File: src/rtl/dma_pkg.sv
package dma_pkg;

    localparam int DATA_W     = 32;
    localparam int PADDR_W    = 32;
    localparam int WORD_AW    = 16;          // word index, address bits 17:2
    localparam int BE_W       = DATA_W / 8;
    localparam int SIZE_W     = 16;
    localparam int FIFO_DEPTH = 4;
    localparam int FIFO_LVL_W = 3;           // holds 0..FIFO_DEPTH
    localparam int BANK_BIT   = 20;          // 1 selects mem0, 0 selects mem1

    //////////////////////////////////////////////////////////////////////
    // APB register map
    //////////////////////////////////////////////////////////////////////
    localparam logic [PADDR_W-1:0] REG_SRC  = 32'h0000_0000;
    localparam logic [PADDR_W-1:0] REG_DST  = 32'h0000_0004;
    localparam logic [PADDR_W-1:0] REG_SIZE = 32'h0000_0008;
    localparam logic [PADDR_W-1:0] REG_MODE = 32'h0000_000c;
    localparam logic [PADDR_W-1:0] REG_INT  = 32'h0000_0010;

    // byte lane masks
    localparam logic [BE_W-1:0] BE_ALL  = '1;
    localparam logic [BE_W-1:0] BE_NONE = '0;

    // byte address as software writes it, or split for the engines
    typedef union packed {
        logic [DATA_W-1:0] raw;
        struct packed {
            logic [DATA_W-BANK_BIT-2:0] unused_hi;    // 31:21
            logic                       bank;
            logic [1:0]                 unused_lo;    // 19:18
            logic [WORD_AW-1:0]         word;
            logic [1:0]                 offset;
        } f;
    } dma_addr_u;

endpackage

File: src/rtl/dma_apb_regs.sv
`timescale 1ns/10ps

module dma_apb_regs (
    input  logic                        CLK,
    input  logic                        RSTN,
    input  logic                        PSEL,
    input  logic                        PENABLE,
    input  logic                        PWRITE,
    input  logic [dma_pkg::PADDR_W-1:0] PADDR,
    input  logic [dma_pkg::DATA_W-1:0]  PWDATA,
    input  logic                        done,
    output logic                        PREADY,
    output logic [dma_pkg::DATA_W-1:0]  PRDATA,
    output logic                        INTR,
    output dma_pkg::dma_addr_u          src,
    output dma_pkg::dma_addr_u          dst,
    output logic [dma_pkg::SIZE_W-1:0]  size,
    output logic                        start
);

    logic                       access;
    logic                       wr_en;
    logic                       mode;        // busy while a transfer runs
    logic                       int_done;    // sticky
    logic [dma_pkg::DATA_W-1:0] rdata;

    // one effective cycle per APB access
    assign access = PSEL & PENABLE & ~PREADY;
    assign wr_en  = access & PWRITE;
    assign start  = wr_en && PADDR == dma_pkg::REG_MODE && PWDATA == 'd1 && !mode;

    always_ff @(posedge CLK or negedge RSTN) begin
        if (!RSTN) begin
            PREADY   <= 1'b0;
            INTR     <= 1'b0;
            mode     <= 1'b0;
            int_done <= 1'b0;
            src      <= '0;
            dst      <= '0;
            size     <= '0;
        end else begin
            PREADY <= access;
            INTR   <= done;
            if (wr_en && !mode) begin    // config locked while busy
                case (PADDR)
                    dma_pkg::REG_SRC:  src.raw <= PWDATA;
                    dma_pkg::REG_DST:  dst.raw <= PWDATA;
                    dma_pkg::REG_SIZE: size    <= PWDATA[dma_pkg::SIZE_W-1:0];
                    default: ;
                endcase
            end
            if (wr_en && PADDR == dma_pkg::REG_INT && PWDATA[0])
                int_done <= 1'b0;
            if (start)
                mode <= 1'b1;
            if (done) begin    // completion wins over a clear
                mode     <= 1'b0;
                int_done <= 1'b1;
            end
        end
    end

    always_comb begin
        case (PADDR)
            dma_pkg::REG_SRC:  rdata = src.raw;
            dma_pkg::REG_DST:  rdata = dst.raw;
            dma_pkg::REG_SIZE: rdata = {{(dma_pkg::DATA_W-dma_pkg::SIZE_W){1'b0}}, size};
            dma_pkg::REG_MODE: rdata = {{(dma_pkg::DATA_W-1){1'b0}}, mode};
            dma_pkg::REG_INT:  rdata = {{(dma_pkg::DATA_W-1){1'b0}}, int_done};
            default:           rdata = '0;
        endcase
    end

    always_ff @(posedge CLK) begin
        if (access && !PWRITE)
            PRDATA <= rdata;
    end

    // busy right after a start
    start_busy_a : assert property (@(posedge CLK) disable iff (!RSTN)
        start |=> mode);

endmodule

File: src/rtl/dma_read_engine.sv
`timescale 1ns/10ps

module dma_read_engine (
    input  logic                           CLK,
    input  logic                           RSTN,
    input  logic                           start,
    input  dma_pkg::dma_addr_u             src,
    input  dma_pkg::dma_addr_u             dst,
    input  logic [dma_pkg::SIZE_W-1:0]     size,
    input  logic                           rd_gnt,
    input  logic                           rd_valid,
    input  logic [dma_pkg::DATA_W-1:0]     rd_data,
    input  logic [dma_pkg::FIFO_LVL_W-1:0] fifo_level,
    output logic                           rd_req,
    output logic                           rd_bank,
    output logic [dma_pkg::WORD_AW-1:0]    rd_addr,
    output logic                           push,
    output logic [dma_pkg::DATA_W-1:0]     push_data
);

    logic                        active;
    logic                        inflight;
    logic                        first;         // first source word
    logic [dma_pkg::SIZE_W-1:0]  reads_left;
    logic [dma_pkg::SIZE_W-1:0]  bytes_left;
    logic [dma_pkg::WORD_AW-1:0] rd_word;
    logic [dma_pkg::SIZE_W:0]    src_span;
    logic [2:0]                  acc_cnt;       // bytes held, up to 7
    logic [55:0]                 acc_data;
    logic [55:0]                 merged;
    logic [1:0]                  skip;
    logic [2:0]                  avail;
    logic [2:0]                  take;
    logic [2:0]                  sum;
    logic                        flush;

    assign src_span = {1'b0, size} + (dma_pkg::SIZE_W+1)'(src.f.offset)
                    + (dma_pkg::SIZE_W+1)'(3);

    assign skip  = first ? src.f.offset : 2'd0;
    assign avail = 3'd4 - {1'b0, skip};
    assign take  = (bytes_left < dma_pkg::SIZE_W'(avail)) ? bytes_left[2:0] : avail;
    assign sum   = acc_cnt + take;
    assign flush = active && reads_left == '0 && !inflight && acc_cnt != 3'd0;

    // keep room for the returning word plus the tail flush
    assign rd_req  = active && reads_left != '0 && !inflight
                  && fifo_level <= dma_pkg::FIFO_DEPTH - 2;
    assign rd_bank = src.f.bank;
    assign rd_addr = rd_word;

    assign push      = (rd_valid && sum >= 3'd4) || flush;
    assign push_data = flush ? acc_data[31:0] : merged[31:0];

    // append the valid source bytes behind what is held
    always_comb begin
        merged = acc_data;
        for (int i = 0; i < 7; i++) begin
            if (i >= acc_cnt && i < acc_cnt + take)
                merged[8*i +: 8] = rd_data[8*(i - acc_cnt + skip) +: 8];
        end
    end

    always_ff @(posedge CLK or negedge RSTN) begin
        if (!RSTN) begin
            active     <= 1'b0;
            inflight   <= 1'b0;
            first      <= 1'b0;
            reads_left <= '0;
            bytes_left <= '0;
            rd_word    <= '0;
            acc_cnt    <= '0;
        end else if (start) begin
            active     <= size != '0;
            inflight   <= 1'b0;
            first      <= 1'b1;
            reads_left <= dma_pkg::SIZE_W'(src_span >> 2);
            bytes_left <= size;
            rd_word    <= src.f.word;
            acc_cnt    <= {1'b0, dst.f.offset};    // pad to dst lane
        end else if (active) begin
            if (rd_req && rd_gnt) begin
                inflight   <= 1'b1;
                reads_left <= reads_left - 1'b1;
                rd_word    <= rd_word + 1'b1;
            end
            if (rd_valid) begin
                inflight   <= 1'b0;
                first      <= 1'b0;
                bytes_left <= bytes_left - dma_pkg::SIZE_W'(take);
                acc_cnt    <= (sum >= 3'd4) ? sum - 3'd4 : sum;
            end
            if (flush)
                acc_cnt <= 3'd0;
            if (reads_left == '0 && !inflight && acc_cnt == 3'd0)
                active <= 1'b0;
        end
    end

    always_ff @(posedge CLK) begin
        if (rd_valid)
            acc_data <= (sum >= 3'd4) ? {32'b0, merged[55:32]} : merged;
    end

    // a granted read returns next cycle
    rd_return_a : assert property (@(posedge CLK) disable iff (!RSTN)
        rd_req && rd_gnt |=> rd_valid);

endmodule

File: src/rtl/dma_fifo.sv
`timescale 1ns/10ps

module dma_fifo (
    input  logic                           CLK,
    input  logic                           RSTN,
    input  logic                           push,
    input  logic [dma_pkg::DATA_W-1:0]     push_data,
    input  logic                           pop,
    output logic [dma_pkg::DATA_W-1:0]     pop_data,
    output logic                           empty,
    output logic [dma_pkg::FIFO_LVL_W-1:0] level
);

    logic [dma_pkg::DATA_W-1:0]     mem [dma_pkg::FIFO_DEPTH];
    logic [dma_pkg::FIFO_LVL_W-2:0] wr_ptr;
    logic [dma_pkg::FIFO_LVL_W-2:0] rd_ptr;

    assign pop_data = mem[rd_ptr];    // head word shows without a pop
    assign empty    = level == '0;

    always_ff @(posedge CLK or negedge RSTN) begin
        if (!RSTN) begin
            wr_ptr <= '0;
            rd_ptr <= '0;
            level  <= '0;
        end else begin
            if (push)
                wr_ptr <= wr_ptr + 1'b1;
            if (pop)
                rd_ptr <= rd_ptr + 1'b1;
            level <= level + dma_pkg::FIFO_LVL_W'(push) - dma_pkg::FIFO_LVL_W'(pop);
        end
    end

    always_ff @(posedge CLK) begin
        if (push)
            mem[wr_ptr] <= push_data;
    end

    no_overflow_a : assert property (@(posedge CLK) disable iff (!RSTN)
        push |-> level < dma_pkg::FIFO_DEPTH);
    no_underflow_a : assert property (@(posedge CLK) disable iff (!RSTN)
        pop |-> !empty);

endmodule

File: src/rtl/dma_write_engine.sv
`timescale 1ns/10ps

module dma_write_engine (
    input  logic                        CLK,
    input  logic                        RSTN,
    input  logic                        start,
    input  dma_pkg::dma_addr_u          dst,
    input  logic [dma_pkg::SIZE_W-1:0]  size,
    input  logic                        wr_gnt,
    input  logic [dma_pkg::DATA_W-1:0]  pop_data,
    input  logic                        empty,
    output logic                        wr_req,
    output logic                        wr_bank,
    output logic [dma_pkg::WORD_AW-1:0] wr_addr,
    output logic [dma_pkg::BE_W-1:0]    wr_be,
    output logic [dma_pkg::DATA_W-1:0]  wr_data,
    output logic                        pop,
    output logic                        done
);

    logic                        active;
    logic                        first;
    logic                        last;
    logic [dma_pkg::SIZE_W-1:0]  words_left;
    logic [dma_pkg::WORD_AW-1:0] wr_word;
    logic [dma_pkg::SIZE_W:0]    dst_span;
    logic [1:0]                  end_off;
    logic [dma_pkg::BE_W-1:0]    first_be;
    logic [dma_pkg::BE_W-1:0]    last_be;

    assign dst_span = {1'b0, size} + (dma_pkg::SIZE_W+1)'(dst.f.offset)
                    + (dma_pkg::SIZE_W+1)'(3);

    assign end_off  = dst.f.offset + size[1:0];
    assign first_be = dma_pkg::BE_ALL << dst.f.offset;
    assign last_be  = (end_off == 2'd0) ? dma_pkg::BE_ALL : ~(dma_pkg::BE_ALL << end_off);
    assign last     = words_left == 'd1;

    assign wr_req  = active && !empty;
    assign wr_bank = dst.f.bank;
    assign wr_addr = wr_word;
    assign wr_data = pop_data;
    assign wr_be   = (first ? first_be : dma_pkg::BE_ALL) & (last ? last_be : dma_pkg::BE_ALL);
    assign pop     = wr_req && wr_gnt;

    always_ff @(posedge CLK or negedge RSTN) begin
        if (!RSTN) begin
            active     <= 1'b0;
            first      <= 1'b0;
            words_left <= '0;
            wr_word    <= '0;
            done       <= 1'b0;
        end else begin
            done <= (start && size == '0) || (pop && last);
            if (start) begin
                active     <= size != '0;
                first      <= 1'b1;
                words_left <= dma_pkg::SIZE_W'(dst_span >> 2);
                wr_word    <= dst.f.word;
            end else if (pop) begin
                first      <= 1'b0;
                words_left <= words_left - 1'b1;
                wr_word    <= wr_word + 1'b1;
                if (last)
                    active <= 1'b0;
            end
        end
    end

    be_nonzero_a : assert property (@(posedge CLK) disable iff (!RSTN)
        wr_req |-> wr_be != dma_pkg::BE_NONE);

endmodule

File: src/rtl/dma_mem_arbiter.sv
`timescale 1ns/10ps

module dma_mem_arbiter (
    input  logic                        CLK,
    input  logic                        RSTN,
    input  logic                        rd_req,
    input  logic                        rd_bank,
    input  logic [dma_pkg::WORD_AW-1:0] rd_addr,
    input  logic                        wr_req,
    input  logic                        wr_bank,
    input  logic [dma_pkg::WORD_AW-1:0] wr_addr,
    input  logic [dma_pkg::BE_W-1:0]    wr_be,
    input  logic [dma_pkg::DATA_W-1:0]  wr_data,
    input  logic [dma_pkg::DATA_W-1:0]  mem0_rdata,
    input  logic [dma_pkg::DATA_W-1:0]  mem1_rdata,
    output logic                        rd_gnt,
    output logic                        wr_gnt,
    output logic                        rd_valid,
    output logic [dma_pkg::DATA_W-1:0]  rd_data,
    output logic                        mem0_en,
    output logic [dma_pkg::BE_W-1:0]    mem0_we,
    output logic [dma_pkg::WORD_AW-1:0] mem0_addr,
    output logic [dma_pkg::DATA_W-1:0]  mem0_wdata,
    output logic                        mem1_en,
    output logic [dma_pkg::BE_W-1:0]    mem1_we,
    output logic [dma_pkg::WORD_AW-1:0] mem1_addr,
    output logic [dma_pkg::DATA_W-1:0]  mem1_wdata
);

    logic                        rd_bank_q;    // bank of the read in flight
    logic [1:0]                  port_en;
    logic [dma_pkg::BE_W-1:0]    port_we    [2];
    logic [dma_pkg::WORD_AW-1:0] port_addr  [2];
    logic [dma_pkg::DATA_W-1:0]  port_wdata [2];

    // writer always wins a shared bank
    assign wr_gnt = wr_req;
    assign rd_gnt = rd_req && !(wr_req && wr_bank == rd_bank);

    // port 0 is mem0, reached with bank bit 1
    always_comb begin
        for (int p = 0; p < 2; p++) begin
            port_en[p]    = 1'b0;
            port_we[p]    = dma_pkg::BE_NONE;
            port_addr[p]  = rd_addr;
            port_wdata[p] = wr_data;
            if (wr_req && wr_bank == (p == 0)) begin
                port_en[p]   = 1'b1;
                port_we[p]   = wr_be;
                port_addr[p] = wr_addr;
            end else if (rd_gnt && rd_bank == (p == 0)) begin
                port_en[p] = 1'b1;
            end
        end
    end

    assign mem0_en    = port_en[0];
    assign mem0_we    = port_we[0];
    assign mem0_addr  = port_addr[0];
    assign mem0_wdata = port_wdata[0];
    assign mem1_en    = port_en[1];
    assign mem1_we    = port_we[1];
    assign mem1_addr  = port_addr[1];
    assign mem1_wdata = port_wdata[1];

    assign rd_data = rd_bank_q ? mem0_rdata : mem1_rdata;

    always_ff @(posedge CLK or negedge RSTN) begin
        if (!RSTN) begin
            rd_valid  <= 1'b0;
            rd_bank_q <= 1'b0;
        end else begin
            rd_valid <= rd_gnt;    // synchronous memory read
            if (rd_gnt)
                rd_bank_q <= rd_bank;
        end
    end

    // a read that loses the bank holds its request
    rd_hold_a : assert property (@(posedge CLK) disable iff (!RSTN)
        rd_req && !rd_gnt |=> rd_req && $stable(rd_bank) && $stable(rd_addr));

endmodule

File: src/rtl/dma_top.sv
`timescale 1ns/10ps

module dma_top (
    input  logic                        CLK,
    input  logic                        RSTN,
    output logic                        INTR,
    // APB
    input  logic                        PSEL,
    input  logic                        PENABLE,
    output logic                        PREADY,
    input  logic                        PWRITE,
    input  logic [dma_pkg::PADDR_W-1:0] PADDR,
    input  logic [dma_pkg::DATA_W-1:0]  PWDATA,
    output logic [dma_pkg::DATA_W-1:0]  PRDATA,
    // memory 0
    output logic                        mem0_en,
    output logic [dma_pkg::BE_W-1:0]    mem0_we,
    output logic [dma_pkg::WORD_AW-1:0] mem0_addr,
    output logic [dma_pkg::DATA_W-1:0]  mem0_wdata,
    input  logic [dma_pkg::DATA_W-1:0]  mem0_rdata,
    // memory 1
    output logic                        mem1_en,
    output logic [dma_pkg::BE_W-1:0]    mem1_we,
    output logic [dma_pkg::WORD_AW-1:0] mem1_addr,
    output logic [dma_pkg::DATA_W-1:0]  mem1_wdata,
    input  logic [dma_pkg::DATA_W-1:0]  mem1_rdata
);

    dma_pkg::dma_addr_u                src;
    dma_pkg::dma_addr_u                dst;
    logic [dma_pkg::SIZE_W-1:0]        size;
    logic                              start;
    logic                              done;
    logic                              rd_req, rd_bank, rd_gnt, rd_valid;
    logic [dma_pkg::WORD_AW-1:0]       rd_addr;
    logic [dma_pkg::DATA_W-1:0]        rd_data;
    logic                              wr_req, wr_bank, wr_gnt;
    logic [dma_pkg::WORD_AW-1:0]       wr_addr;
    logic [dma_pkg::BE_W-1:0]          wr_be;
    logic [dma_pkg::DATA_W-1:0]        wr_data;
    logic                              push, pop, empty;
    logic [dma_pkg::DATA_W-1:0]        push_data;
    logic [dma_pkg::DATA_W-1:0]        pop_data;
    logic [dma_pkg::FIFO_LVL_W-1:0]    level;

    dma_apb_regs regs_inst (.*);

    dma_read_engine rd_inst (
        .*,
        .fifo_level (level)
    );

    dma_fifo fifo_inst (.*);

    dma_write_engine wr_inst (.*);

    dma_mem_arbiter arb_inst (.*);

endmodule

File: config.mk
export PLATFORM = sky130hd
export DESIGN_NAME = dma_top
export DESIGN_NICKNAME = d
export VERILOG_FILES = /design/src/rtl/dma_pkg.sv /design/src/rtl/dma_apb_regs.sv /design/src/rtl/dma_read_engine.sv /design/src/rtl/dma_fifo.sv /design/src/rtl/dma_write_engine.sv /design/src/rtl/dma_mem_arbiter.sv /design/src/rtl/dma_top.sv
export SDC_FILE = /design/constraint.sdc
export NUM_CORES = 1
export LEC_CHECK = 0
export CAP_MARGIN = 10
export CORE_AREA = 2 2 173 260
export CTS_BUF_LIST = sky130_fd_sc_hd__clkbuf_16
export CTS_CLUSTER_DIAMETER = 200
export DETAILED_ROUTE_END_ITERATION = 8
export DIE_AREA = 0 0 175 262
export DONT_BUFFER_PORTS = 1
export GPL_TIMING_DRIVEN = 0
export PLACE_DENSITY = 0.73
export SLEW_MARGIN = 10
export SYNTH_ARGS = -nofsm -noshare
export SYNTH_HDL_FRONTEND = slang
export SYNTH_SLANG_ARGS = --single-unit
File: constraint.sdc
create_clock -name CLK -period 4.6 [get_ports CLK]
set_input_delay 0.46 -clock CLK [delete_from_list [all_inputs] [get_ports CLK]]
set_output_delay 0.46 -clock CLK [all_outputs]
set_load 0.02 [all_outputs]
==> run metrics <==
synthesized instance count=1840; Final Slew Violations=0; unrepaired setup endpoints after global routing=yes; Buffers & Inverters on Critical Path=6; GR Overflow Total=0; pin count of the biggest net entering global routing=183; Starting Density=49.5%; Pwr Density=309 mW/mm^2; crit end category=flop; # IOs=273; worst setup path class=reg -> reg; Peak Freq=227 MHz; Max FO, Critical Path=9; Die Wd=175 um; Max clock buf depth=3; DIE AREA=0.0459 mm^2; Finish-stage setup viols=0; WP data arrival=4780 ps; Layout Nets=2083; final worst path period need=4410 ps; final WL=61000 um; Synth Flop Type=edfxtp_1; synthesized cell area=0.0216 mm^2; status=finished with violations; Critical Path Source Type=flop; PortBufs=0; Critical Path RT=4960 ps; ys async rst share=45.7%; dpl hpwl=44900 um; clk sinks=398; root buffer selected by CTS=clkbuf_16; via count=15.7k; Clock Pin Slew Worst Setup and Hold Paths=70 ps; Final Cycle Share=96.0%; Yosys cell types=84; Most Frequent Cell on Critical Path=buf_4; CTS tree=done; layout cells sized above 1=20.6%; worst skew pair latency=560 ps; Max-slew headroom=28.6%; clock skew=21.3 ps; DRT antenna net count=0; initial antenna violation count=1; first-pass GRT wire length=93200 um; clock buffer count from CTS=39; Placeable Area=0.0436 mm^2; failing checks=negative hold slack; worst vdd ir=0.302 mV; path category of the worst min-delay check=in -> async; MaxCap Viol Count=0; commonest non-fill, non-tap cells in the layout=216 x edfxtp_1, 180 x dfrtp_1, 148 x nand2_1; vias in the first global route=15.9k; DR DRC count=0; Avg Cell Area, Syn=11.7 um^2; Via density=6.25; Die H=262 um; Fin. Hold Viols=80; H-Tree Depth=2; Crit path largest cell delay=470 ps; Cell Rows=94; TNS Setup=0 ps; synthesized net count=2024; #FFs+latches synth=398; worst reg-to-reg setup slack=190 ps; total power=7.51 mW; Slowest cell on crit path=or3b_4; Slew @ Worst Pin=1070 ps; filler cell count=3555; initial DRC count=1536; most common cell after layout, fill and taps aside=edfxtp_1; area grow syn2layout=12.5%; WL per Instance=24.3 um; Leakage=9.32 nW; Synth Warn #=0; All-Layer GR Usage=26.6%; drt pass-1 iters=5; sequential share of the synthesized area=51.1%; placer congestion estimate=0.918; Post-synth EDFFs=216; critical path cell sequence=buf_6 -> nand2_2 -> ha_4 -> inv_1 -> ha_1 -> o21a_1 -> o21ai_0 -> and4_1 -> buf_4 -> nand2_1 -> o21ai_2 -> ha_2 -> inv_1 -> fa_2 -> buf_4 -> xor2_1 -> buf_4 -> nand2_1 -> or3b_4 -> nand2b_4 -> o21ai_4; cell family with most CP delay=simple AND/OR/NAND/NOR gates; Min Hold Slack=-57.2 ps
[area by class of cell]
class	count	area (um^2)	area share [%]
Antenna cell	2	5.00	0.0206
Clock buffer	39	976	4.02
Clock inverter	33	479	1.97
Inverter	58	223	0.916
Multi-Input combinational cell	1247	9840	40.5
Timing Repair Buffer	22	273	1.12
Tap cell	576	721	2.97
Buffer	133	743	3.06
Sequential cell	398	11000	45.4
[through the flow]
stage,area [um^2],utilization (%),worst slack (ps),cells
3_5_place_dp,22500,51.5,-791,2422
5_1_grt,24300,55.7,-28.4,2506
3_3_place_gp,22300,51.2,-1100,2416
4_1_cts,24100,55.3,-71.1,2500
6_report,24300,55.7,186,2508
2_1_floorplan,21600,-,0.401,1840
[cells in the mapped netlist, types with 5 or more instances]
cell	n	area share [%]
nand3_1	41	0.95
a22o_1	25	1.0
and2_1	16	0.46
mux4_2	48	5.0
edfxtp_1	216	30
inv_1	54	0.94
ha_1	46	2.7
xor2_1	57	2.3
nand3b_1	7	0.24
nor3_1	16	0.37
a2bb2oi_1	8	0.32
buf_1	13	0.23
or3_1	9	0.26
a222oi_1	15	0.70
a31oi_1	9	0.26
xnor2_1	53	2.1
buf_2	18	0.42
o21a_1	11	0.38
nand2_1	150	2.6
a221oi_2	11	0.76
nor2_1	144	2.5
fa_1	5	0.46
nand2b_1	15	0.43
o21ai_2	11	0.45
nor2b_1	13	0.38
nand4_1	23	0.67
a22oi_1	35	1.2
a21o_1	6	0.21
nor3b_1	6	0.21
and3_1	16	0.46
mux2_2	112	5.8
clkbuf_1	65	1.1
mux2i_1	45	2.1
and4_1	6	0.24
o21ai_1	22	0.51
a21oi_1	103	2.4
o21ai_0	53	1.2
nor4_1	24	0.70
buf_4	35	1.2
o221ai_1	8	0.32
dfrtp_1	182	21
a221oi_1	13	0.53
[sequential cells by signal (all words and copies together), names as in the netlist, 2 cells and up]
register and flops:
fifo_inst.level 3, fifo_inst.mem 128, fifo_inst.rd_ptr 2, fifo_inst.wr_ptr 2, rd_inst.acc_cnt 3, rd_inst.acc_data 56
rd_inst.bytes_left 16, rd_inst.rd_addr 16, rd_inst.reads_left 16, regs_inst.PRDATA 32, regs_inst.dst 32, regs_inst.size 16
regs_inst.src 32, wr_inst.words_left 16, wr_inst.wr_addr 16
[logic make-up (layout without fill, tap and decap cells)]
kind of cell	after synthesis	in the layout	synth area share, %
and+or+nand+nor	518	518	12.1
DFF	398	398	51.1
AOI/OAI and AO/OA	360	360	11.7
muxes	206	206	13.0
buffers and inverters	195	285	4.45
xor gates and xnor gates	111	111	4.54
adders and majority gates	52	52	3.17
other	0	2	0
[report_power, final]
| group | internal (mW) | switching (mW) |
|---|---|---|
| combinational | 0.0510 | 0.0945 |
| clock | 2.15 | 1.47 |
| sequential | 3.74 | 0.00487 |
| total | 5.95 | 1.57 |
[what timing repair did]
action                     CTS  global route
hold endpoints to repair   182             0
buffers inserted             5            10
resized for setup           35            31
hold buffers                 1             0
setup endpoints to repair  307           178
pin swaps                    4             5
[metal layers]
layer,part of all wire [%],track usage [%]
met1,34,28.6
met2,51,47.0
met3,6.2,4.63
met4,8.6,19.5
met5,0,0
[final timing paths]
path,from,endpoint,depth (start not counted)
hold / removal,RSTN,rd_inst.rd_addr[11],1
min in group CLK,PWDATA[27],regs_inst.dst[27],1
hold reg to reg,wr_inst.done,regs_inst.INTR,0
setup reg to reg,rd_inst.first,fifo_inst.mem[0][31],21
max in group asynchronous,RSTN,regs_inst.src[0],1
setup / recovery,rd_inst.first,fifo_inst.mem[0][31],21
Note: power is estimated with default switching activity, not from simulation.
